**config.mk**
```make
export PLATFORM = sky130hd
export DESIGN_NAME = flow_table
export DESIGN_NICKNAME = d
export VERILOG_FILES = /design/src/verilog/of_switch_pkg.sv /design/src/verilog/flow_table.sv
export SDC_FILE = /design/constraint.sdc
export NUM_CORES = 1
export LEC_CHECK = 0
export BUFFER_PORTS_ARGS = -buffer_cell sky130_fd_sc_hd__buf_2
export CAP_MARGIN = 5
export CORE_ASPECT_RATIO = 1.5
export CORE_MARGIN = 8
export CORE_UTILIZATION = 40
export CTS_BUF_LIST = sky130_fd_sc_hd__clkbuf_4
export DETAILED_ROUTE_END_ITERATION = 6
export MAX_ROUTING_LAYER = met4
export PLACE_DENSITY_LB_ADDON = 0.2
export SKIP_CTS_REPAIR_TIMING = 1
export SYNTH_ARGS = -nofsm -noshare
export SYNTH_HDL_FRONTEND = slang
export SYNTH_SLANG_ARGS = --single-unit
```
**constraint.sdc**
```tcl
create_clock -name clk -period 2.1 [get_ports clk]
set_input_delay 0.42 -clock clk [delete_from_list [all_inputs] [get_ports clk]]
set_output_delay 0.42 -clock clk [all_outputs]
set_load 0.005 [all_outputs]
```
**src/verilog/of_switch_pkg.sv**
```systemverilog
package of_switch_pkg;

   // Datapath widths
   localparam int data_width = 64;
   localparam int ctrl_width = 8;
   localparam int num_ports  = 4;

   // Control value of a header word
   localparam logic [ctrl_width-1:0] ctrl_hdr = '1;

   // Header field positions
   localparam int flow_tag_lsb   = 0;
   localparam int flow_tag_width = 4;
   localparam int src_port_lsb   = 16;
   localparam int out_mask_lsb   = 24;

   localparam int table_depth      = 16;
   localparam int queue_depth      = 16;
   localparam int queue_addr_width = $clog2(queue_depth);

   // ------------------------------------------------------------------------
   // APB register map
   // ------------------------------------------------------------------------
   localparam int apb_addr_width  = 8;
   localparam int apb_data_width  = 32;
   localparam int entry_valid_bit = 4;
   localparam logic [apb_addr_width-1:0] entry_last_addr = 8'h3c;
   localparam logic [apb_addr_width-1:0] hit_count_addr  = 8'h40;
   localparam logic [apb_addr_width-1:0] miss_count_addr = 8'h44;

   typedef logic [data_width-1:0]        word_t;
   typedef logic [ctrl_width-1:0]        ctrl_t;
   typedef logic [$clog2(num_ports)-1:0] port_idx_t;
   typedef logic [num_ports-1:0]         port_mask_t;
   typedef logic [flow_tag_width-1:0]    flow_tag_t;

endpackage

```
**src/verilog/flow_table.sv**
```systemverilog
`timescale 1ns/100ps

module flow_table
   import of_switch_pkg::*;
(
   input  logic                      clk,
   input  logic                      rst_n,
   input  logic [apb_addr_width-1:0] paddr,
   input  logic                      psel,
   input  logic                      penable,
   input  logic                      pwrite,
   input  logic [apb_data_width-1:0] pwdata,
   output logic [apb_data_width-1:0] prdata,
   output logic                      pready,
   output logic                      pslverr,
   input  flow_tag_t                 lookup_tag,
   output logic                      lookup_entry_valid,
   output port_mask_t                lookup_mask,
   input  logic                      count_hit,
   input  logic                      count_miss
);

   logic [table_depth-1:0]    entry_valid;
   port_mask_t                entry_mask [table_depth];
   logic [apb_data_width-1:0] hit_count;
   logic [apb_data_width-1:0] miss_count;

   logic      access;
   logic      is_entry;
   logic      is_hit;
   logic      is_miss;
   logic      entry_wr;
   flow_tag_t entry_idx;

   // ------------------------------------------------------------------------
   // Address decode
   // ------------------------------------------------------------------------
   assign access    = psel && penable;
   assign is_entry  = (paddr <= entry_last_addr) && (paddr[1:0] == 2'b00);
   assign is_hit    = (paddr == hit_count_addr);
   assign is_miss   = (paddr == miss_count_addr);
   assign entry_idx = paddr[2 +: flow_tag_width];
   assign entry_wr  = access && pwrite && is_entry;

   // No wait states
   assign pready  = 1'b1;
   // Counters are read only
   assign pslverr = access && (!(is_entry || is_hit || is_miss) ||
                               (pwrite && (is_hit || is_miss)));

   always_comb begin
      prdata = '0;
      if (is_entry) begin
         prdata[entry_valid_bit]  = entry_valid[entry_idx];
         prdata[num_ports-1:0]    = entry_mask[entry_idx];
      end else if (is_hit) begin
         prdata = hit_count;
      end else if (is_miss) begin
         prdata = miss_count;
      end
   end

   assign lookup_entry_valid = entry_valid[lookup_tag];
   assign lookup_mask        = entry_mask[lookup_tag];

   always_ff @(posedge clk) begin
      if (entry_wr)
         entry_mask[entry_idx] <= pwdata[num_ports-1:0];
   end

   always_ff @(posedge clk or negedge rst_n) begin
      if (!rst_n) begin
         entry_valid <= '0;
         hit_count   <= '0;
         miss_count  <= '0;
      end else begin
         if (entry_wr)
            entry_valid[entry_idx] <= pwdata[entry_valid_bit];
         // Both counters wrap
         if (count_hit)
            hit_count <= hit_count + 1'b1;
         if (count_miss)
            miss_count <= miss_count + 1'b1;
      end
   end

endmodule

```
Word-level counts from Yosys, hierarchy flattened --
Memories as Yosys holds them, arrays and structs flattened. Cells that the tools add are included.
Operators by class: muxes and demuxes 13, eq/ne operators 2, order comparisons 4, reductions and logical operators 13, add/sub/neg operators 2
Operator list (count):
- 32-bit by 1-bit adder with 32-bit output, second input constant | 2
- 32-bit two-way mux | 2
- 27-bit two-way mux | 1
- 16-bit bitwise mux | 1
- 8-bit by 7-bit equality test with 1-bit output, second input constant | 2
- 4-bit by 5-bit less-than comparator with 1-bit output, second input constant | 2
- 1-bit binary-select mux with 4-bit select | 2
- 8-bit by 6-bit <= comparator with 1-bit output, second input constant | 1
- 1-bit logical AND | 7
- 1-bit two-way mux | 5
- 5-bit two-way mux | 1
- 1-bit demux with 4-bit select | 1
- 4-bit by 1-bit greater-or-equal comparator with 1-bit output, second input constant | 1
- 1-bit logical OR | 4
- 2-bit zero test | 1
- 1-bit zero test | 1
Word-level totals: word-level logic and storage cells 38, memory bits (writable) 64, register bits 80, input bits 51, memories kept 1, output and inout bits 39
Memories:
- entry_mask | words 16, bits a word 4, read ports 2, clocked after memory_dff 0, write ports 1, line flow_table.sv:24 | port_mask_t entry_mask [table_depth];

Longest topological paths before layout --
depth after elaboration 7, depth in mapped cells 7, depth with buffers taken out 5

Least setup slack after synthesis --
Ideal clock, no wire load.
path kind input port to flip-flop, start point input paddr[1], end point register entry_valid[0], buffers on the path 1, library setup time 0.125 ns, slack -0.118 ns, data arrival time 2.093 ns, cell stages on the path 5, data required time 1.975 ns, cells stage by stage or4_4 > or3_1 > buf_6 > nor2_1 > mux2_2
On the way: word-level cells in the longest chain between the ends 3, elaborated cells between the ends (all ways) 4, classes of those cells order compare: 1; reduce/logical: 3
RTL lines:
- start, declared | line flow_table.sv:8 | input logic [apb_addr_width-1:0] paddr,
- 8-bit by 6-bit <= comparator with 1-bit output or 2-bit zero test (tied branches) | line flow_table.sv:39 | assign is_entry = (paddr <= entry_last_addr) && (paddr[1:0] == 2'b00);
- 1-bit logical AND * | line flow_table.sv:39
- 1-bit logical AND * | line flow_table.sv:43 | assign entry_wr = access && pwrite && is_entry;
- end signal, assigned by index | line flow_table.sv:78 | entry_valid[entry_idx] <= pwdata[entry_valid_bit];
- end, declared | line flow_table.sv:23 | logic [table_depth-1:0] entry_valid;
Every way passes the cells marked *; elsewhere a longest branch is shown, timed or not. A chain may end at the register's enable or synchronous reset.

==> impl_metrics.json <==
{
  "ios": 90,
  "min_period_over_period_pct": 122,
  "ys_seq_area_share_pct": 53.9,
  "fmax_ghz": 0.389,
  "tightest_slew_ns": 0.515,
  "crit_path_max_incr_delay_ns": 0.53,
  "synthArstFlopShare_pct": 55.6,
  "dpl-instance-area_um2": 8180,
  "slowest_stage": "mux4_2",
  "ys.flop_type": "dfrtp_1",
  "period_needed_ns": 2.57,
  "critPathArrivalTime_ns": 2.15,
  "grt_pass1_vias": 5271,
  "min_to": "hit_count[0]$_DFFE_PN0P_",
  "slew_headroom_pct": 65.7,
  "fin_worst_skew_ns": 0.0147,
  "drive_gt1_share_pct": 37.8,
  "path_clk_slew_ns": 0.13,
  "synth_edf_count": 64,
  "grt_max_degree": 48,
  "crit_chain": "mux4_2 -> mux4_2 -> buf_6",
  "finalSetupViolCount": 10,
  "final_nets": 689,
  "drv_cap": 0,
  "power.total_mw": 5.87,
  "track_usage_pct": 16.7,
  "worstReg2RegEnd": "miss_count[22]$_DFFE_PN0P_",
  "reg2reg_slack_ns": 0.35,
  "drc": 0,
  "hold_violations": 0,
  "hold_depth": 2,
  "ff2ff_path_depth": 4,
  "area_growth_pct": 18.9,
  "vdd_ir_drop_max_mv": 0.500,
  "die_x_um": 126,
  "worstSetupPathType": "register to output port",
  "dp_hpwl_mm": 13.4,
  "endpoint_kind": "output port",
  "critPathLaunch": "entry_mask[10][1]$_DFFE_PP_",
  "maxSlewViolCount": 0,
  "num_rows": 60,
  "reg2reg_from": "miss_count[8]$_DFFE_PN0P_",
  "gp_congestion": 0.871,
  "cts_tree": "done",
  "ant_nets": 0,
  "fp.coreArea_um2": 17900,
  "dpl_worst_slack_ns": -0.307,
  "die_y_um": 181,
  "clock-sinks": 144,
  "clockRootBuffer": "clkbuf_4",
  "htreeDepth": 4,
  "setup_ws_ns": -0.471,
  "rsz0062_at_grt": "yes",
  "cp_num_buf_inv": 1,
  "syn_area_um2": 7280,
  "final_cell_mix": "dfrtp_1 (80), edfxtp_1 (64), buf_2 (57)",
  "netlist_instances": 533,
  "syn_area_per_cell_um2": 13.7,
  "initial_core_util_pct": 40.7,
  "violations": "negative setup slack",
  "drt-wirelength-per-cell_um": 20.3,
  "gr-total-overflow": 0,
  "routed_via_density": 5.55,
  "dieArea_um2": 22900,
  "worst_hold_path_type": "input pin to register",
  "wl_mm": 17.6,
  "critPathRequiredTime_ns": 1.68,
  "yosysUniqueCellTypes": 43,
  "min_from": "count_hit",
  "power.density_nw_per_um2": 678,
  "drt_pass1_iterations": 4,
  "clk_latency_ns": 0.56,
  "layout_commonest_cell": "dfrtp_1",
  "vias": 4820,
  "p_leak_nw": 3.53,
  "path_max_fanout": 2,
  "cpMostUsedCell": "mux4_2",
  "numCtsBuffers": 17,
  "status": "finished, violations left",
  "start_kind": "register",
  "clock_path_buffers": 2,
  "grt_pass1_wl_mm": 28.6,
  "antenna_found_initial": 2,
  "crit_family": "multiplexers",
  "yosysWarnings": 0,
  "ys_seq_elements": 144,
  "stdcell_area_um2": 8660,
  "io_buffer_count": 61,
  "drtIter0Drc": 279,
  "syn_nets": 586
}
==> routing by layer <==
metal / vias up / GRT usage (%) / share of wire (%)
li1: 2225 / - / -
met2: 133 / 29.7 / 55
met5: - / - / 0
met4: 0 / 6.96 / 2.6
met3: 35 / 4.16 / 4.5
met1: 2427 / 17.1 / 38
==> cell type report <==
| type | count | area, um^2 |
|---|---|---|
| Fill cell | 1585 | 9210 |
| Sequential cell | 144 | 3920 |
| Multi-Input combinational cell | 353 | 3320 |
| Timing Repair Buffer | 119 | 822 |
| Tap cell | 217 | 272 |
| Clock inverter | 15 | 185 |
| Clock buffer | 17 | 128 |
| Antenna cell | 2 | 5.00 |
| Inverter | 1 | 3.75 |
==> flip-flops by register name (all words and copies together), names as in the netlist <==
name         cells
entry_mask      64
hit_count       32
miss_count      32
entry_valid     16
==> power breakdown <==
group          switching, mW  total, mW  internal (mW)  leakage (nW)
Clock                   1.18       1.94          0.768         0.168
Combinational          0.339      0.673          0.334          1.70
Sequential             0.177       3.25           3.08          1.67
==> per-stage QoR <==
stage	util [%]	cells	hold WS (ns)	setup TNS, ns
6_report	48.5	868	0.116	-3.67
3_5_place_dp	45.8	829	0.405	-18.97
4_1_cts	47.5	861	-0.236	-8.07
5_1_grt	48.5	868	0.0615	-4.79
3_3_place_gp	45.8	829	0.402	-17.16
2_1_floorplan	-	533	0.124	-0.276
==> worst max path at each step <==
stage                                   to  cells past startpoint  slack [ns]
2_1_floorplan  entry_valid[11]$_DFFE_PN0P_                      5       -0.04
3_3_place_gp                     prdata[3]                      7       -0.25
3_5_place_dp                     prdata[3]                      7       -0.31
4_1_cts                     lookup_mask[1]                      3       -0.52
5_1_grt                     lookup_mask[1]                      3       -0.56
6_report                    lookup_mask[1]                      3       -0.47
==> worst reg2reg max path: stages, from the launching register on <==
cell,delay [ns]
dfrtp_1,0.46
and4_1,0.31
and3_1,0.51
nand4_1,0.20
xnor2_1,0.17
==> cell usage after synthesis, types with 2 or more instances <==
master / number / area share, %
xor2_1: 13 / 1.6
and3_1: 13 / 1.1
o21a_1: 5 / 0.52
a32oi_1: 4 / 0.48
mux4_2: 40 / 12
xnor2_1: 49 / 5.9
nand4_1: 18 / 1.5
nor3_1: 6 / 0.41
buf_2: 8 / 0.55
mux2i_1: 42 / 5.8
nand3b_1: 3 / 0.31
ha_1: 2 / 0.34
and2_1: 5 / 0.43
buf_1: 5 / 0.26
dfrtp_1: 80 / 27
nor3_4: 4 / 0.89
a211oi_1: 4 / 0.41
nand3_1: 28 / 1.9
or3_1: 3 / 0.26
o22ai_1: 4 / 0.34
nand4b_1: 3 / 0.36
mux2_2: 18 / 2.8
nand2_1: 19 / 0.98
a21oi_1: 4 / 0.27
and4_1: 11 / 1.3
clkbuf_1: 19 / 0.98
nor2_1: 43 / 2.2
buf_6: 2 / 0.31
edfxtp_1: 64 / 26
==> logic make-up (layout without fill, tap and decap cells) <==
family | count (synthesis) | after routing | share of synthesized area (%)
AOI/OAI and AO/OA | 25 | 25 | 2.51
xor gates and xnor gates | 62 | 62 | 7.46
adders and majority gates | 2 | 2 | 0.344
buffers and inverters | 36 | 152 | 2.25
DFF | 144 | 144 | 53.9
muxes | 100 | 100 | 20.9
other | 1 | 3 | 0.0515
and+or+nand+nor | 163 | 163 | 12.6
Power figures use the tool's default switching activity.
