`src/verilog/of_switch_pkg.sv`:
```
package of_switch_pkg;

   // Datapath widths
   localparam int data_width = 64;
   localparam int ctrl_width = 8;
   localparam int num_ports  = 4;

   // Control value of a header word
   localparam logic [ctrl_width-1:0] ctrl_hdr = '1;

   // Header field positions
   localparam int flow_tag_lsb   = 0;
   localparam int flow_tag_width = 4;
   localparam int src_port_lsb   = 16;
   localparam int out_mask_lsb   = 24;

   localparam int table_depth      = 16;
   localparam int queue_depth      = 16;
   localparam int queue_addr_width = $clog2(queue_depth);

   // ------------------------------------------------------------------------
   // APB register map
   // ------------------------------------------------------------------------
   localparam int apb_addr_width  = 8;
   localparam int apb_data_width  = 32;
   localparam int entry_valid_bit = 4;
   localparam logic [apb_addr_width-1:0] entry_last_addr = 8'h3c;
   localparam logic [apb_addr_width-1:0] hit_count_addr  = 8'h40;
   localparam logic [apb_addr_width-1:0] miss_count_addr = 8'h44;

   typedef logic [data_width-1:0]        word_t;
   typedef logic [ctrl_width-1:0]        ctrl_t;
   typedef logic [$clog2(num_ports)-1:0] port_idx_t;
   typedef logic [num_ports-1:0]         port_mask_t;
   typedef logic [flow_tag_width-1:0]    flow_tag_t;

endpackage

```
`src/verilog/input_arbiter.sv`:
```
`timescale 1ns/100ps

module input_arbiter
   import of_switch_pkg::*;
(
   input  logic                 clk,
   input  logic                 rst_n,
   input  word_t                q_data [num_ports],
   input  ctrl_t                q_ctrl [num_ports],
   input  logic [num_ports-1:0] q_empty,
   output logic [num_ports-1:0] q_rd_en,
   output word_t                arb_data,
   output ctrl_t                arb_ctrl,
   output logic                 arb_wr,
   input  logic                 lut_rdy
);

   port_idx_t grant;
   port_idx_t sel;
   logic      in_pkt;
   logic      is_last;

   // ------------------------------------------------------------------------
   // Port selection
   // ------------------------------------------------------------------------
   // Inside a packet the grant is held. At a boundary the search starts
   // one past the last grant, so the nearest non-empty queue wins and the
   // old grant itself is tried last.
   always_comb begin
      sel = grant;
      if (!in_pkt) begin
         for (int i = num_ports; i >= 1; i--) begin
            if (!q_empty[port_idx_t'(grant + port_idx_t'(i))])
               sel = port_idx_t'(grant + port_idx_t'(i));
         end
      end
   end

   assign arb_wr   = !q_empty[sel] && lut_rdy;
   assign arb_ctrl = q_ctrl[sel];
   assign is_last  = (arb_ctrl != '0) && (arb_ctrl != ctrl_hdr);

   // Stamp source port into header words
   always_comb begin
      arb_data = q_data[sel];
      if (arb_ctrl == ctrl_hdr)
         arb_data[src_port_lsb +: $bits(port_idx_t)] = sel;
   end

   always_comb begin
      q_rd_en      = '0;
      q_rd_en[sel] = arb_wr;
   end

   always_ff @(posedge clk or negedge rst_n) begin
      if (!rst_n) begin
         // Port 0 is first in line after reset
         grant  <= port_idx_t'(num_ports - 1);
         in_pkt <= 1'b0;
      end else if (arb_wr) begin
         grant  <= sel;
         in_pkt <= !is_last;
      end
   end

endmodule

```
`config.mk`:
```
export PLATFORM = sky130hd
export DESIGN_NAME = input_arbiter
export DESIGN_NICKNAME = d
export VERILOG_FILES = /design/src/verilog/of_switch_pkg.sv /design/src/verilog/input_arbiter.sv
export SDC_FILE = /design/constraint.sdc
export NUM_CORES = 1
export LEC_CHECK = 0
export BUFFER_PORTS_ARGS = -buffer_cell sky130_fd_sc_hd__buf_2
export CAP_MARGIN = 15
export CORE_AREA = 2 2 144 146
export CTS_CLUSTER_DIAMETER = 120
export CTS_CLUSTER_SIZE = 10
export DETAILED_ROUTE_END_ITERATION = 10
export DIE_AREA = 0 0 146 148
export GPL_ROUTABILITY_DRIVEN = 0
export GPL_TIMING_DRIVEN = 0
export HOLD_SLACK_MARGIN = 0.08
export PLACE_DENSITY = 0.45
export SETUP_SLACK_MARGIN = 0.2
export SLEW_MARGIN = 20
export SYNTH_ARGS = -nofsm -noshare
export SYNTH_HDL_FRONTEND = slang
export SYNTH_SLANG_ARGS = --single-unit
```
`constraint.sdc`:
```
create_clock -name clk -period 3.7 [get_ports clk]
set_clock_uncertainty 0.05 [all_clocks]
set_input_delay 0.555 -clock clk [delete_from_list [all_inputs] [get_ports clk]]
set_output_delay 0.555 -clock clk [all_outputs]
set_load 0.01 [all_outputs]
```
== Word-level counts from Yosys, hierarchy flattened ==
Cells that the tools add are included.
Storage, ports and cells
  logic and storage cells: 42
  bits of input ports: 295
  register bits after elaboration: 3
  output and inout port bits: 77
Cells by class
  order comparisons: 6
  reduce and logical (&&, ||, !) cells: 6
  equal/unequal tests: 2
  $add $sub $neg: 3
  mux-type cells: 21
  bitwise operators: 2
Operators by type and width (count)
  $bmux 64 s2: 1
  $mux 64: 2
  $bmux 8 s2: 1
  $mux 8: 2
  $lt 2x3->1 const B: 4
  $mux 2: 5
  $bmux 1 s2: 4
  $eq 8x8->1 const B: 1
  $ne 8x8->1 const B: 1
  $reduce_bool 8->1: 1
  $mux 1: 5
  $add 2x2->2 const B: 2
  $and 4x4->4: 1
  $ge 3x3->1 const B: 1
  $logic_and 1x1->1: 3
  $not 2->3: 1
  $add 2x1->2 const B: 1
  $demux 1 s2: 1
  $ge 2x1->1 const B: 1
  $logic_not 1->1: 2

== Longest topological paths before layout ==
  depth in word-level cells: 14
  depth in mapped cells: 10
  depth with buffers taken out: 8

== Worst setup path after synthesis ==
No wires, ideal clock.
  path kind: reg2out
  start: reg grant[1]
  end: out arb_data[16]
  slack: 303 ps
  cell stages (with the launch flop): 11
  path buffers: 2
  data required time: 3095 ps
  arrival time: 2792 ps
  cell sequence: dfstp_2 buf_6 nor2b_4 o211a_1 nor4_2 mux2i_2 buf_6 mux4_2 nand4_1 o21ai_0 a22oi_1
On the way
  word-level cells in the longest chain between the ends: 13
  elaborated cells between the ends (all ways): 22
  classes of those cells: add/sub: 3; eq/ne: 1; mux: 17; bitwise: 1
Ends and longest elaborated chain
  from (decl): RTL line input_arbiter.sv:18  | port_idx_t grant;
  from (signal assigned): RTL line input_arbiter.sv:58  | grant <= port_idx_t'(num_ports - 1);
  from (signal assigned): RTL line input_arbiter.sv:61  | grant <= sel;
  $add 2x2->2: RTL line input_arbiter.sv:33, input_arbiter.sv:34
  $bmux 1 s2: RTL line input_arbiter.sv:33  | if (!q_empty[port_idx_t'(grant + port_idx_t'(i))])
  $mux 1 (implied by the code): RTL line input_arbiter.sv:33
  $mux 2 (3 in series): RTL line input_arbiter.sv:33
  $mux 2 (*): RTL line input_arbiter.sv:31  | if (!in_pkt) begin
  $not 2->3 (implied by the code) (*): RTL line input_arbiter.sv:40  | assign arb_ctrl = q_ctrl[sel];
  $bmux 8 s2 (*): RTL line input_arbiter.sv:40
  $mux 8 (implied by the code) (*) (2 in series): RTL line input_arbiter.sv:40
  named net arb_ctrl[7]: RTL line input_arbiter.sv:13  | output ctrl_t arb_ctrl,
  $eq 8x8->1 (*): RTL line input_arbiter.sv:46  | if (arb_ctrl == ctrl_hdr)
  $mux 2 (*): RTL line input_arbiter.sv:46
  to (decl): RTL line input_arbiter.sv:12  | output word_t arb_data,
Mark *: on every way through the listed nets, which the timed path passes. The rest lies on a longest branch. The select of a mux whose other input is x is not followed.

== Worst setup path in the final report ==
  start: reg grant[1]
  end: out arb_data[16]
On the way
  word-level cells in the longest chain between the ends: 13
  elaborated cells between the ends (all ways): 22
  classes of those cells: add/sub: 3; eq/ne: 1; mux: 17; bitwise: 1
Ends and longest elaborated chain (RTL line)
  $add 2x2->2: input_arbiter.sv:33, input_arbiter.sv:34
  $bmux 1 s2: input_arbiter.sv:33
  $mux 1 (implied by the code): input_arbiter.sv:33
  $mux 2 (3 in series): input_arbiter.sv:33
  $mux 2 (*): input_arbiter.sv:31
  $not 2->3 (implied by the code): input_arbiter.sv:40, input_arbiter.sv:45
  $bmux 8 s2: input_arbiter.sv:40
  $mux 8 (implied by the code) (2 in series): input_arbiter.sv:40
  $eq 8x8->1: input_arbiter.sv:46
  $mux 2 (*): input_arbiter.sv:46
Mark *: on every way between the ends. The rest lies on a longest branch, timed or not. The select of a mux whose other input is x is not followed.

==> impl_metrics.tcl <==
set metrics [dict create \
    status "finished, final reports clean" \
    syn_area_mm2 0.00250 \
    first_iter_violations 199 \
    top_usage_layer "met2" \
    cp_slowest_cell "mux4_2" \
    cp-endpoint "arb_data[16]" \
    synth_edf_count 0 \
    p_total_mw 5.10 \
    ys_types 36 \
    holdCritPathClass "reg2reg" \
    grtUsageMet1 0.185 \
    syn_inst 419 \
    yosys.cell_count.top_type "nand2_1" \
    slew_violations 0 \
    gr-usage-met3 0.0281 \
    fp.coreArea_mm2 0.0200 \
    nets 1102 \
    critPathArrivalTime_ps 3020 \
    drv_cap 0 \
    slew-limit-headroom 0.630 \
    grt_pass1_wl_um 26300 \
    ys.flop_type "dfstp_2" \
    path_clk_slew_ps 30 \
    ios 372 \
    power.density_mw_per_mm2 1020 \
    async_reset_ff_frac 1.00 \
    ant_nets 0 \
    whs_path_depth 3 \
    grt_overflow_total 0 \
    cts_max_level 1 \
    dieWidth_um 146 \
    syn_area_per_cell_um2 5.98 \
    critPathMaxStageDelay_ps 530 \
    max_freq_ghz 0.276 \
    fin_crit_sh 0.980 \
    p_leak_nw 2.57 \
    r2r-end "in_pkt" \
    start_util 0.125 \
    layout-drive-gt1-share 0.548 \
    clockBufferDepth 2 \
    final_cell_area_mm2 0.00498 \
    synth_seq_cells 3 \
    r2r_cells 12 \
    wl_per_cell_um 16.6 \
    layout_setup_ws_ps 73.0 \
    rsz0062_at_grt "true" \
    grt_antenna_before_repair 0 \
    worstPathMaxFanout 8 \
    grt_max_degree 11 \
    cts_tree "yes" \
    synthDominantCellAreaShare 0.202 \
    crit_path_start "grant[1]" \
    vias 4713 \
    yosys.area.top_type "nand2_1" \
    rows 52 \
    cp-start-kind "register" \
    yosys_warnings 0 \
    portBuffers 371 \
    grt_util_met2 0.282 \
    rr_startpoint "grant[1]" \
    irDropWorstVdd_mv 0.298 \
    clock-sinks 3 \
    cts_inserted_buffers 3 \
    clock_latency_ps 220 \
    drc_errors 0 \
    clock-root-buffer "clkbuf_16" \
    period_minus_slack_ps 3630 \
    place_hpwl_um 14700 \
    die_h_um 148 \
    syn_nets 714 \
    groute.usage.overall 0.151 \
    viasPerCell 4.38 \
    die_area_mm2 0.0216 \
    wl_um 17900 \
    grt_pass1_vias 4780 \
    placed_area_mm2 0.00470 \
    crit_required_ps 3090 \
    crit_type "reg2out" \
    first_pass_iters 4 \
    dp_slack_ps -955 \
    finalSetupViolCount 0 \
    synthTopCellsByArea "nand2_1 20%, a211oi_1 19%, a31oi_1 16%, and2_1 16%, clkbuf_1 6.4%" \
    hold_viol 0 \
    synth_seq_area_share 0.0310 \
    synth_common_cells "135 x nand2_1, 63 x a211oi_1, 63 x a31oi_1, 63 x and2_1, 43 x clkbuf_1" \
    synthToLayoutAreaGrowth_pct 99.0 \
    reg2reg_slack_ps 670 \
    path_cells "buf_6 > nor2b_4 > o211a_1 > nor4_4 > mux2i_4 > buf_12 > mux4_2 > nand4_1 > o21ai_1 > a22oi_1 > buf_2" \
    tightest_slew_ps 547 \
    end_kind "output pin" \
]
-- cell families (layout without fill, tap and decap cells) --
| family | after synthesis | after routing | synth area share |
|---|---|---|---|
| AO/OA/AOI/OAI | 140 | 140 | 0.388 |
| buffers and inverters | 47 | 434 | 0.0764 |
| flip-flops | 3 | 3 | 0.0310 |
| multiplexers | 12 | 12 | 0.0974 |
| other | 0 | 1 | 0 |
| AND/OR/NAND/NOR | 217 | 217 | 0.408 |
-- critical path, delay by kind of cell (launching register included) --
kind / cells / cell delay [ps]
flops: 1 / 350
compound gates: 3 / 570
buf+inv: 3 / 450
simple gates: 3 / 550
mux: 2 / 880
-- final cells by class --
| class | count | area [µm²] |
|---|---|---|
| inverters | 2 | 7.51 |
| plain buffers | 44 | 254 |
| repair buffers | 384 | 1970 |
| fillers | 2411 | 15100 |
| clock buffers | 4 | 78.8 |
| diodes | 1 | 2.50 |
| multi-input cells | 369 | 2260 |
| well taps | 270 | 338 |
| flip-flops and latches | 3 | 77.6 |
-- power by group --
group	internal (mW)	switching, mW	total [mW]
registers	0.0587	0.0257	0.0844
logic	1.94	2.90	4.84
clock network	0.142	0.0298	0.172
-- worst min-delay path by stage --
| stage | from | to | slack (ps) |
|---|---|---|---|
| floorplan | rst_n | in_pkt | 210 |
| global placement | rst_n | in_pkt | 300 |
| detailed placement | rst_n | in_pkt | 310 |
| CTS | grant[1] | grant[1] | 580 |
| global route | grant[1] | grant[1] | 630 |
| finish | grant[1] | grant[1] | 570 |
-- per-stage QoR --
| stage | TNS, ps | instances | hold slack (ps) | utilization |
|---|---|---|---|---|
| 2_1_floorplan | 0 | 419 | 209 | - |
| 3_3_place_gp | -49290 | 1060 | 302 | 0.235 |
| 3_5_place_dp | -45310 | 1060 | 311 | 0.235 |
| 4_1_cts | 0 | 1073 | 585 | 0.246 |
| 5_1_grt | -62.4 | 1076 | 634 | 0.249 |
| 6_report | 0 | 1077 | 572 | 0.249 |
-- timing repair --
item / CTS / global route
setup buffers: 8 / 4
pin swaps: 6 / 4
endpoints found under the setup margin: 71 / 65
hold endpoints to repair: 1 / 0
resized for setup: 49 / 23
hold buffers: 1 / 0
-- sequential cells by signal, indices dropped and copies added (netlist names) --
name / flops
grant: 2
in_pkt: 1
-- placed cells by master, fill, tap and decap left out, types with 2 or more instances in the layout --
cell       Yosys  layout
a211oi_1      63      62
a21oi_1        2       2
a31oi_1       63      63
and2_1        63      63
buf_2          0     372
buf_4          0      16
clkbuf_1      43       9
clkbuf_16      0       3
clkbuf_2       0      22
clkbuf_4       0       6
dfstp_2        2       2
inv_1          2       2
mux2i_1        2       2
mux4_2         3       8
nand2_1      135     135
nand4_1        2       2
nor2_1         8       8
nor4_1         2       2
o21ai_1        1       2
-- layer usage --
| layer | up-vias | wire [µm] | share of wire |
|---|---|---|---|
| li1 | 2311 | - | - |
| met1 | 2174 | 7450 | 0.42 |
| met2 | 216 | 9010 | 0.50 |
| met3 | 12 | 1240 | 0.069 |
| met4 | 0 | 213 | 0.012 |
| met5 | - | 0 | 0 |
(Power assumes the default switching activity.)
