===== src/verilog/of_switch_pkg.sv =====
package of_switch_pkg;

   // Datapath widths
   localparam int data_width = 64;
   localparam int ctrl_width = 8;
   localparam int num_ports  = 4;

   // Control value of a header word
   localparam logic [ctrl_width-1:0] ctrl_hdr = '1;

   // Header field positions
   localparam int flow_tag_lsb   = 0;
   localparam int flow_tag_width = 4;
   localparam int src_port_lsb   = 16;
   localparam int out_mask_lsb   = 24;

   localparam int table_depth      = 16;
   localparam int queue_depth      = 16;
   localparam int queue_addr_width = $clog2(queue_depth);

   // ------------------------------------------------------------------------
   // APB register map
   // ------------------------------------------------------------------------
   localparam int apb_addr_width  = 8;
   localparam int apb_data_width  = 32;
   localparam int entry_valid_bit = 4;
   localparam logic [apb_addr_width-1:0] entry_last_addr = 8'h3c;
   localparam logic [apb_addr_width-1:0] hit_count_addr  = 8'h40;
   localparam logic [apb_addr_width-1:0] miss_count_addr = 8'h44;

   typedef logic [data_width-1:0]        word_t;
   typedef logic [ctrl_width-1:0]        ctrl_t;
   typedef logic [$clog2(num_ports)-1:0] port_idx_t;
   typedef logic [num_ports-1:0]         port_mask_t;
   typedef logic [flow_tag_width-1:0]    flow_tag_t;

endpackage


===== src/verilog/input_queue.sv =====
`timescale 1ns/100ps

module input_queue
   import of_switch_pkg::*;
(
   input  logic  clk,
   input  logic  rst_n,
   input  word_t in_data,
   input  ctrl_t in_ctrl,
   input  logic  in_wr,
   output logic  in_rdy,
   output word_t q_data,
   output ctrl_t q_ctrl,
   output logic  q_empty,
   input  logic  q_rd_en
);

   word_t data_mem [queue_depth];
   ctrl_t ctrl_mem [queue_depth];

   logic [queue_addr_width-1:0] wr_ptr;
   logic [queue_addr_width-1:0] rd_ptr;
   logic [queue_addr_width:0]   fill;
   logic                        push;
   logic                        pop;

   assign in_rdy  = (fill != queue_depth);
   assign q_empty = (fill == '0);
   assign push    = in_wr && in_rdy;
   assign pop     = q_rd_en && !q_empty;

   // Head word shown without a read cycle
   assign q_data = data_mem[rd_ptr];
   assign q_ctrl = ctrl_mem[rd_ptr];

   always_ff @(posedge clk) begin
      if (push) begin
         data_mem[wr_ptr] <= in_data;
         ctrl_mem[wr_ptr] <= in_ctrl;
      end
   end

   always_ff @(posedge clk or negedge rst_n) begin
      if (!rst_n) begin
         wr_ptr <= '0;
         rd_ptr <= '0;
         fill   <= '0;
      end else begin
         if (push)
            wr_ptr <= wr_ptr + 1'b1;
         if (pop)
            rd_ptr <= rd_ptr + 1'b1;
         // Simultaneous push and pop leaves the count alone
         if (push && !pop)
            fill <= fill + 1'b1;
         else if (pop && !push)
            fill <= fill - 1'b1;
      end
   end

endmodule


===== config.mk =====
export PLATFORM = sky130hd
export DESIGN_NAME = input_queue
export DESIGN_NICKNAME = d
export VERILOG_FILES = /design/src/verilog/of_switch_pkg.sv /design/src/verilog/input_queue.sv
export SDC_FILE = /design/constraint.sdc
export NUM_CORES = 1
export LEC_CHECK = 0
export BUFFER_PORTS_ARGS = -buffer_cell sky130_fd_sc_hd__buf_4
export CAP_MARGIN = 20
export CORE_ASPECT_RATIO = 2
export CORE_UTILIZATION = 40
export CTS_CLUSTER_DIAMETER = 50
export DETAILED_ROUTE_END_ITERATION = 10
export PLACE_DENSITY = 0.6
export RECOVER_POWER = 100
export SETUP_SLACK_MARGIN = 0.2
export SLEW_MARGIN = 20
export SYNTH_ARGS = -nofsm -noshare
export SYNTH_HDL_FRONTEND = slang
export SYNTH_SLANG_ARGS = --single-unit

===== constraint.sdc =====
create_clock -name clk -period 6.1 [get_ports clk]
set_input_delay 0.61 -clock clk [delete_from_list [all_inputs] [get_ports clk]]
set_output_delay 0.61 -clock clk [all_outputs]
set_load 0.05 [all_outputs]

Yosys cells after proc, flatten, opt, wreduce, memory -nomap -nowiden

Memories as Yosys holds them, arrays and structs flattened.
Index checks and enable logic that the tools add are counted.

Output and inout bits: 74
Register bits after elaboration: 13
Input port bits: 76
Bits in latches: 0
RAM bits: 1,152
Memories: 2
Memory bits (read-only): 0

Memories:

| name     | depth | width | rd ports | clocked after memory_dff | wr ports | RTL line          | RTL |
|---|---|---|---|---|---|---|---|
| data_mem | 16    | 64    | 1        | 0                        | 1        | input_queue.sv:18 | `word_t data_mem [queue_depth];` |
| ctrl_mem | 16    | 8     | 1        | 0                        | 1        | input_queue.sv:19 | `ctrl_t ctrl_mem [queue_depth];` |

Add/subtract/negate cells: 4
Multiply operators: 0
Equal/unequal tests: 1
Mux-type cells: 4
Bitwise operators: 0
Reduce and logical (&&, ||, !) cells: 9
$lt $le $gt $ge: 0
Divide/modulo/power cells: 0
Shift operators: 0

Operators by type and width:

| operator            | number |
|---|---|
| $mux 5              | 2 |
| $add 4x1->4 const B | 2 |
| $add 5x1->5 const B | 1 |
| $logic_not 5->1     | 1 |
| $ne 5x5->1 const B  | 1 |
| $sub 5x1->5 const B | 1 |
| $logic_and 1x1->1   | 4 |
| $logic_not 1->1     | 3 |
| $mux 1              | 2 |
| $reduce_bool 2->1   | 1 |

Logic depth before layout (Yosys ltp)

Gate-level depths: netlist of the first run.

Word-level depth: 6
Depth in mapped cells: 11

Worst setup path before layout of the first run

No wires, ideal clock.

Path kind: reg2reg
Start: reg fill[0]
End: mem ctrl_mem[3][0] (netlist name) (enable)
Setup slack: -828 ps
Cell stages (with the launch flop): 7
Arrival: 6,337 ps
Cell sequence: dfrtp_1 > nor4_1 > nand2_1 > and2_1 > clkbuf_1 > nand2_1 > nor3_1

Longest elaborated chain between the ends: 4

Ends and longest elaborated chain:

| item                         | RTL line          | RTL |
|---|---|---|
| start: declaration           | input_queue.sv:23 | `logic [queue_addr_width:0] fill;` |
| start signal: assignment     | input_queue.sv:55 | `fill <= fill + 1'b1;` |
| start signal: assignment     | input_queue.sv:57 | `fill <= fill - 1'b1;` |
| $ne 5x5->1                   | input_queue.sv:27 | `assign in_rdy = (fill != queue_depth);` |
| net in_rdy                   | input_queue.sv:11 | `output logic in_rdy,` |
| $logic_and 1x1->1            | input_queue.sv:29 | `assign push = in_wr && in_rdy;` |
| net push                     | input_queue.sv:24 | `logic push;` |
| $mux 1                       | input_queue.sv:37 | `if (push) begin` |
| $mux 1 (not written as such) | input_queue.sv:39 | `ctrl_mem[wr_ptr] <= in_ctrl;` |
| end: declaration             | input_queue.sv:19 |  |

The timed path passes the listed nets, and every way through them passes these cells.

Worst setup path in the final report of the first run

Start: reg rd_ptr[2]
End: out q_data[54]

Longest elaborated chain between the ends: 1

Ends and longest elaborated chain:

| item                     | RTL line          | RTL |
|---|---|---|
| start: declaration       | input_queue.sv:22 | `logic [queue_addr_width-1:0] rd_ptr;` |
| start signal: assignment | input_queue.sv:52 | `rd_ptr <= rd_ptr + 1'b1;` |
| $mem_v2 16x64            | --                |  |
| end: declaration         | input_queue.sv:12 | `output word_t q_data,` |

Every way passes these cells.

==> results.toml, run 1 <==
[critical_path]
reg2reg_slack_ns = 1.27
startpoint_type = "register"
crit_path_end_kind = "output port"
required_ns = 5.49
worstSetupPathType = "register to output port"
critPathArrivalTime_ns = 4.56
crit_fanout = 50

[timing]
setup_tns_ns = 0
skew_ns = 0.02424
setup_viol = 0
fin_hold_ws_ns = 0.3863
fmax_mhz = 193.5
finalCritPeriodShare_pct = 84.71
timing.final.hold_violations = 0
slew_violations = 576
min_period_ns = 5.167
tightest_slew_ns = 3.849
relSlewSlack_pct = -156.6
rsz0062_at_grt = "no"

[synthesis]
yosysUniqueCellTypes = 32
syn-num-nets = 2319
synth.area.top_cells = "edfxtp_1, mux4_2, mux2i_1"
synth.largest_area_cell = "edfxtp_1"
synth_top_area_share_pct = 76.52
syn-mean-instance-area_um2 = 20.25
ys_ff_latch = 1165
synth.yosys.warnings = 0
ys_seq_area_share_pct = 77.23
netlist_area_um2 = 45210
postSynthCellCount = 2233

[grt]
grt_pass1_wl_mm = 156.6
grt_pass1_vias = 23498
overflow = 0
antenna_found_initial = 11
grt_max_degree = 62
grt_use_total_pct = 19.03

[floorplan]
start_util_pct = 40.32
coreArea_um2 = 112100
io_pins = 150
die_x_um = 239.7
die_h_um = 477.5
die_area_um2 = 114500
rows = 174

[pwr]
p_seq_share_pct = 39.2
power.internal_mw = 16.29
p_leak_nw = 16.40
power_switching_mw = 9.498
p_sw_share_pct = 36.83
ir_drop_mv = 0.4372
power_frac_comb_pct = 35.0
clock_power_share_pct = 25.8
power_density_nw_per_um2 = 505.5

[clocking]
cts_buffers = 104
cts-root-buf = "clkbuf_16"
clk_pin_slew_worst_paths_ns = 0.07
htreeDepth = 3
cts_tree = "yes"
clock_tree.buffer_depth = 3
clock-sinks = 1165
clock_latency_ns = 0.70
cts_resized = 0

[place]
dp_hpwl_mm = 56.98
port_buffers = 149
gp_congestion = 0.7385

[drt]
via_per_inst = 5.510
drt-initial-drc-count = 1582
drc = 0
wl_per_cell_um = 26.93
vias = 22036
wirelength_mm = 107.7
ant_nets = 0
drt_first_pass_iters = 5

[cells_and_area]
nFillCells = 9543
fin_util_pct = 45.50
drive_gt1_share_pct = 19.62
syn2layout_area_growth_pct = 12.85
final_nets = 2504

[status]
status = "finished, violations left"
violations = "max-capacitance violations, max-slew violations"

[min_path]
hold_class = "primary input to register"

[flow_run]
maxCapViolCount = 23
-- flip-flops by register name, indices dropped and copies added, names as in the netlist --
| name | count |
|---|---|
| ctrl_mem | 128 |
| wr_ptr | 4 |
| data_mem | 1024 |
| rd_ptr | 4 |
| fill | 5 |
-- power groups by stage --
stage,clock network [mW],logic (mW),registers [mW]
final,6.65,9.04,10.1
after global routing,7.07,9.65,10.2
after detailed placement,0,9.65,10.3
after floorplan,0,6.84,9.99
after CTS,6.80,9.67,10.1
after global placement,0,9.58,10.2
-- synthesized netlist by cell type --
cell type	count
a21o_1	2
a21oi_1	74
a221oi_1	14
a221oi_2	58
a22oi_1	72
and2_1	2
buf_1	8
buf_2	46
buf_4	15
buf_6	15
clkbuf_1	40
dfrtp_1	13
edfxtp_1	1152
fa_1	1
ha_1	9
inv_1	7
mux2_2	72
mux2i_1	217
mux4_2	144
nand2_1	86
nand2b_1	3
nand3_1	1
nand4_1	1
nor2_1	15
nor2b_1	2
nor3_1	4
nor4_1	1
o21ai_0	90
o21ai_1	58
or4_1	1
xnor2_1	8
xor2_1	2
-- repair_timing --
action / CTS / global route
endpoints found under the hold margin: 13 / 0
hold buffers: 1 / 0
setup buffers: 0 / 0
-- layer usage --
layer  vias up  track usage, %  routed length [um]
met5         -               0                  86
met4        12           6.269                2684
met3       174           3.473                5402
met2       503           34.18               57940
met1     11759           22.72               41570
li1       9588               -                   -
-- critical path: stages, from the launching register on --
cell      delay (ns)
dfrtp_4         0.79
and2_4          0.86
clkbuf_2        1.07
a221oi_1        0.35
o21ai_0         0.30
nand2_1         0.13
clkbuf_1        0.31
-- final timing paths --
| path | from | end | depth (start not counted) |
|---|---|---|---|
| max in group asynchronous | rst_n | rd_ptr[3]$_DFFE_PN0P_ | 2 |
| max reg2reg | fill[0]$_DFFE_PN0P_ | data_mem[2][34]$_DFFE_PP_ | 6 |
| min reg2reg | fill[4]$_DFFE_PN0P_ | fill[4]$_DFFE_PN0P_ | 1 |
| max | rd_ptr[2]$_DFFE_PN0P_ | q_data[54] | 6 |
| min in group asynchronous | rst_n | rd_ptr[1]$_DFFE_PN0P_ | 2 |
| min | in_data[15] | data_mem[1][15]$_DFFE_PP_ | 1 |
-- placed cells by master, fill, tap and decap left out, types with 4 or more instances in the layout --
master and instances:
mux4_2 144, mux2_2 72, nor2_1 12, a22oi_1 72, clkbuf_16 104, buf_12 14
inv_1 7, a221oi_1 14, buf_4 36, o21ai_1 57, clkbuf_1 170, o21ai_0 91
mux2i_1 217, a21oi_1 74, clkbuf_2 8, bufinv_16 12, edfxtp_1 1152, clkinv_2 16
ha_1 9, clkinv_1 15, dfrtp_4 4, xnor2_1 8, nand2_1 86, a221oi_2 58
inv_6 6, dfrtp_1 9, nor3_1 4
-- cells by family (layout without fill, tap and decap cells) --
group / count (synthesis) / after routing / share of synthesized area [%]
xor gates and xnor gates: 10 / 10 / 0.1937
buffers and inverters: 131 / 400 / 1.589
DFF: 1165 / 1165 / 77.23
adders and majority gates: 10 / 10 / 0.2934
AOI/OAI and AO/OA: 368 / 368 / 5.884
and+or+nand+nor: 116 / 116 / 1.035
muxes: 433 / 433 / 13.77
other: 0 / 1 / 0
-- layout make-up --
class / instances / area (um2) / share of cell area (%)
multi-input cells: 937 / 9614 / 18.84
repair buffers: 203 / 1141 / 2.237
well taps: 1496 / 1872 / 3.669
clock inverters: 57 / 688.2 / 1.349
clock buffers: 133 / 2741 / 5.373
flip-flops and latches: 1165 / 34930 / 68.47
inverters: 7 / 26.28 / 0.05150
diodes: 1 / 2.502 / 0.004905
-- through the flow --
step	total power [mW]	setup WS (ns)	cells	cell area, um2
6_report	25.79	0.9328	3999	51020
5_1_grt	26.89	0.7698	3999	51020
4_1_cts	26.56	1.540	3998	51730
3_5_place_dp	19.90	2.341	3807	48290
3_3_place_gp	19.79	2.393	3806	48270
2_1_floorplan	16.83	1.104	2233	45230
No activity file was read; power rests on OpenSTA's default activity.
==> run 2, diff against run 1 <==
==> constraint.sdc (replaced) <==
create_clock -name clk -period 4.63 [get_ports clk]
set_input_delay 0.463 -clock clk [delete_from_list [all_inputs] [get_ports clk]]
set_output_delay 0.463 -clock clk [all_outputs]
set_load 0.05 [all_outputs]
==> run 2 against run 1 <==
The flow still finishes with violations (max-capacitance violations, max-slew violations). Critical path depth rose by 1. Routed wire length increased by 0.59%. Via count rose by 1.4%. Sequential share of layout area shrank 1.1 points. Die area stayed put. Critical endpoint is now q_data[4].
==> results.toml, run 2 (synthesized netlist as in run 1, its figures left out) <==
[floorplan]
rows = 174
die_x_um = 239.7
start_util_pct = 40.32
die_h_um = 477.5
coreArea_um2 = 112100
die_area_um2 = 114500
io_pins = 150

[cells_and_area]
reg.largest.list = "data_mem x1024, ctrl_mem x128, fill x5"
mostFrequentLayoutCell = "edfxtp_1"
top_register = "data_mem"
final_cell_mix = "edfxtp_1, mux2i_1, mux4_2, clkbuf_1, clkbuf_16"
drive_gt1_share_pct = 20.58
nFillCells = 9412
final_cells = 4067
largest_reg_flops = 1024
final_nets = 2569
syn2layout_area_growth_pct = 14.64
multi_input_area_um2 = 9671
seq_area_um2 = 34930

[drt]
wl_per_cell_um = 26.63
drt_first_pass_iters = 5
via_per_inst = 5.496
drt-initial-drc-count = 1915
ant_nets = 0
wirelength_mm = 108.3
vias = 22351
drc = 0

[timing]
relSlewSlack_pct = -86.91
timing.final.hold_violations = 0
skew_ns = 0.05384
fin_hold_ws_ns = 0.1886
setup_viol = 0
fmax_mhz = 236.4
tightest_slew_ns = 2.804
rsz0062_at_grt = "no"
finalCritPeriodShare_pct = 91.37
slew_violations = 830
min_period_ns = 4.230

[critical_path]
worstSetupPathType = "register to output port"
r2r_cells = 6
startpoint_type = "register"
required_ns = 4.17
crit_fanout = 34
critPathArrivalTime_ns = 3.77
worstReg2RegEnd = "data_mem[12][34]$_DFFE_PP_"
r2r-start = "fill[0]$_DFFE_PN0P_"
reg2reg_slack_ns = 0.47
crit_path_end_kind = "output port"

[clocking]
clock_latency_ns = 0.72
cts-root-buf = "clkbuf_16"
cts_buffers = 102
htreeDepth = 3
clock-sinks = 1165
clk_pin_slew_worst_paths_ns = 0.07
cts_tree = "yes"
clock_tree.buffer_depth = 3

[status]
status = "finished, violations left"
violations = "max-capacitance violations, max-slew violations"

[min_path]
hold_class = "primary input to register"
hp-start = "q_rd_en"
holdPathEnd = "rd_ptr[1]$_DFFE_PN0P_"
min_path_cells = 4

[pwr]
ir_drop_mv = 0.4081
p_sw_share_pct = 36.89
power_switching_mw = 12.66
power_mw = 34.32
power.internal_mw = 21.66
p_leak_nw = 16.80
p_seq_share_pct = 38.7
clock_power_share_pct = 25.9
power_frac_comb_pct = 35.3
power_density_nw_per_um2 = 662.2

[place]
dp.cells = 3817
gp_congestion = 0.7222
port_buffers = 149
dp_hpwl_mm = 55.25

[grt]
grt_pass1_wl_mm = 159.4
grt_max_degree = 73
overflow = 0
grt_use_total_pct = 19.27
antenna_found_initial = 7
grt_pass1_vias = 24248

[flow_run]
maxCapViolCount = 16
[run 2: changes by cell type in the layout (fill, tap and decap cells not counted), sizes merged]
cell | previous run | this run
clkbuf | 285 | 274
bufinv | 12 | 15
diode | 1 | 5
dlymetal6s2s | 0 | 1
inv | 15 | 12
buf | 50 | 56
clkinvlp | 3 | 4
clkinv | 34 | 44
dlygate4sd3 | 1 | 58
[run 2: timing repair]
item	in CTS	in global routing
resized for setup	0	0
endpoints found under the setup margin	0	0
hold endpoints to repair	752	0
hold buffers	58	0
setup buffers	0	0
[run 2: power groups by stage]
stage	clock (mW)	combinational (mW)	sequential [mW]
3_3_place_gp	0	12.7	13.4
3_5_place_dp	0	12.9	13.5
2_1_floorplan	0	9.01	13.2
6_report	8.91	12.1	13.3
5_1_grt	9.47	12.9	13.4
4_1_cts	9.11	12.9	13.3
[run 2: cell type report]
cell class	instances	area share, %
inverter	7	0.05069
clock buffer	119	5.048
multi-input combinational	937	18.66
antenna	5	0.02414
sequential	1165	67.39
tap	1496	3.611
clock inverter	68	1.695
timing repair buffer	270	3.520
[run 2: worst max-delay path: stages, from the launching register on]
cell and delay, ns:
dfrtp_4 0.77, nand2b_4 0.64, buf_4 0.39, o21ai_0 0.19
a21oi_1 0.24, o21ai_1 0.07, nand2_1 0.22, clkbuf_1 0.49
[run 2: worst max path at each step]
| stage | slack, ns | endpoint | from | cells after the start |
|---|---|---|---|---|
| after floorplan | -0.37 | ctrl_mem[15][0]$_DFFE_PP_ | fill[0]$_DFFE_PN0P_ | 6 |
| after global placement | 1.29 | q_data[31] | rd_ptr[1]$_DFFE_PN0P_ | 6 |
| after detailed placement | 1.30 | q_data[31] | rd_ptr[1]$_DFFE_PN0P_ | 6 |
| after CTS | 0.48 | q_data[31] | rd_ptr[1]$_DFFE_PN0P_ | 6 |
| after global routing | 0.21 | q_data[54] | rd_ptr[0]$_DFFE_PN0P_ | 7 |
| final | 0.40 | q_data[4] | rd_ptr[1]$_DFFE_PN0P_ | 7 |
[run 2: per-stage QoR]
stage	TNS [ns]	area (um2)	worst slack [ns]	utilization, %
2_1_floorplan	-308.68	45230	-0.3663	-
3_3_place_gp	0	48540	1.287	43.30
3_5_place_dp	0	48560	1.300	43.31
4_1_cts	0	52640	0.4840	46.95
5_1_grt	0	51830	0.2115	46.23
6_report	0	51830	0.3997	46.23
[run 2: metal layers]
metal / GRT usage (%) / vias up / wire length, um
li1: - / 9710 / -
met1: 24.44 / 11959 / 44240
met2: 33.83 / 518 / 57010
met3: 2.664 / 158 / 4491
met4: 6.043 / 6 / 2544
met5: 0 / - / 35
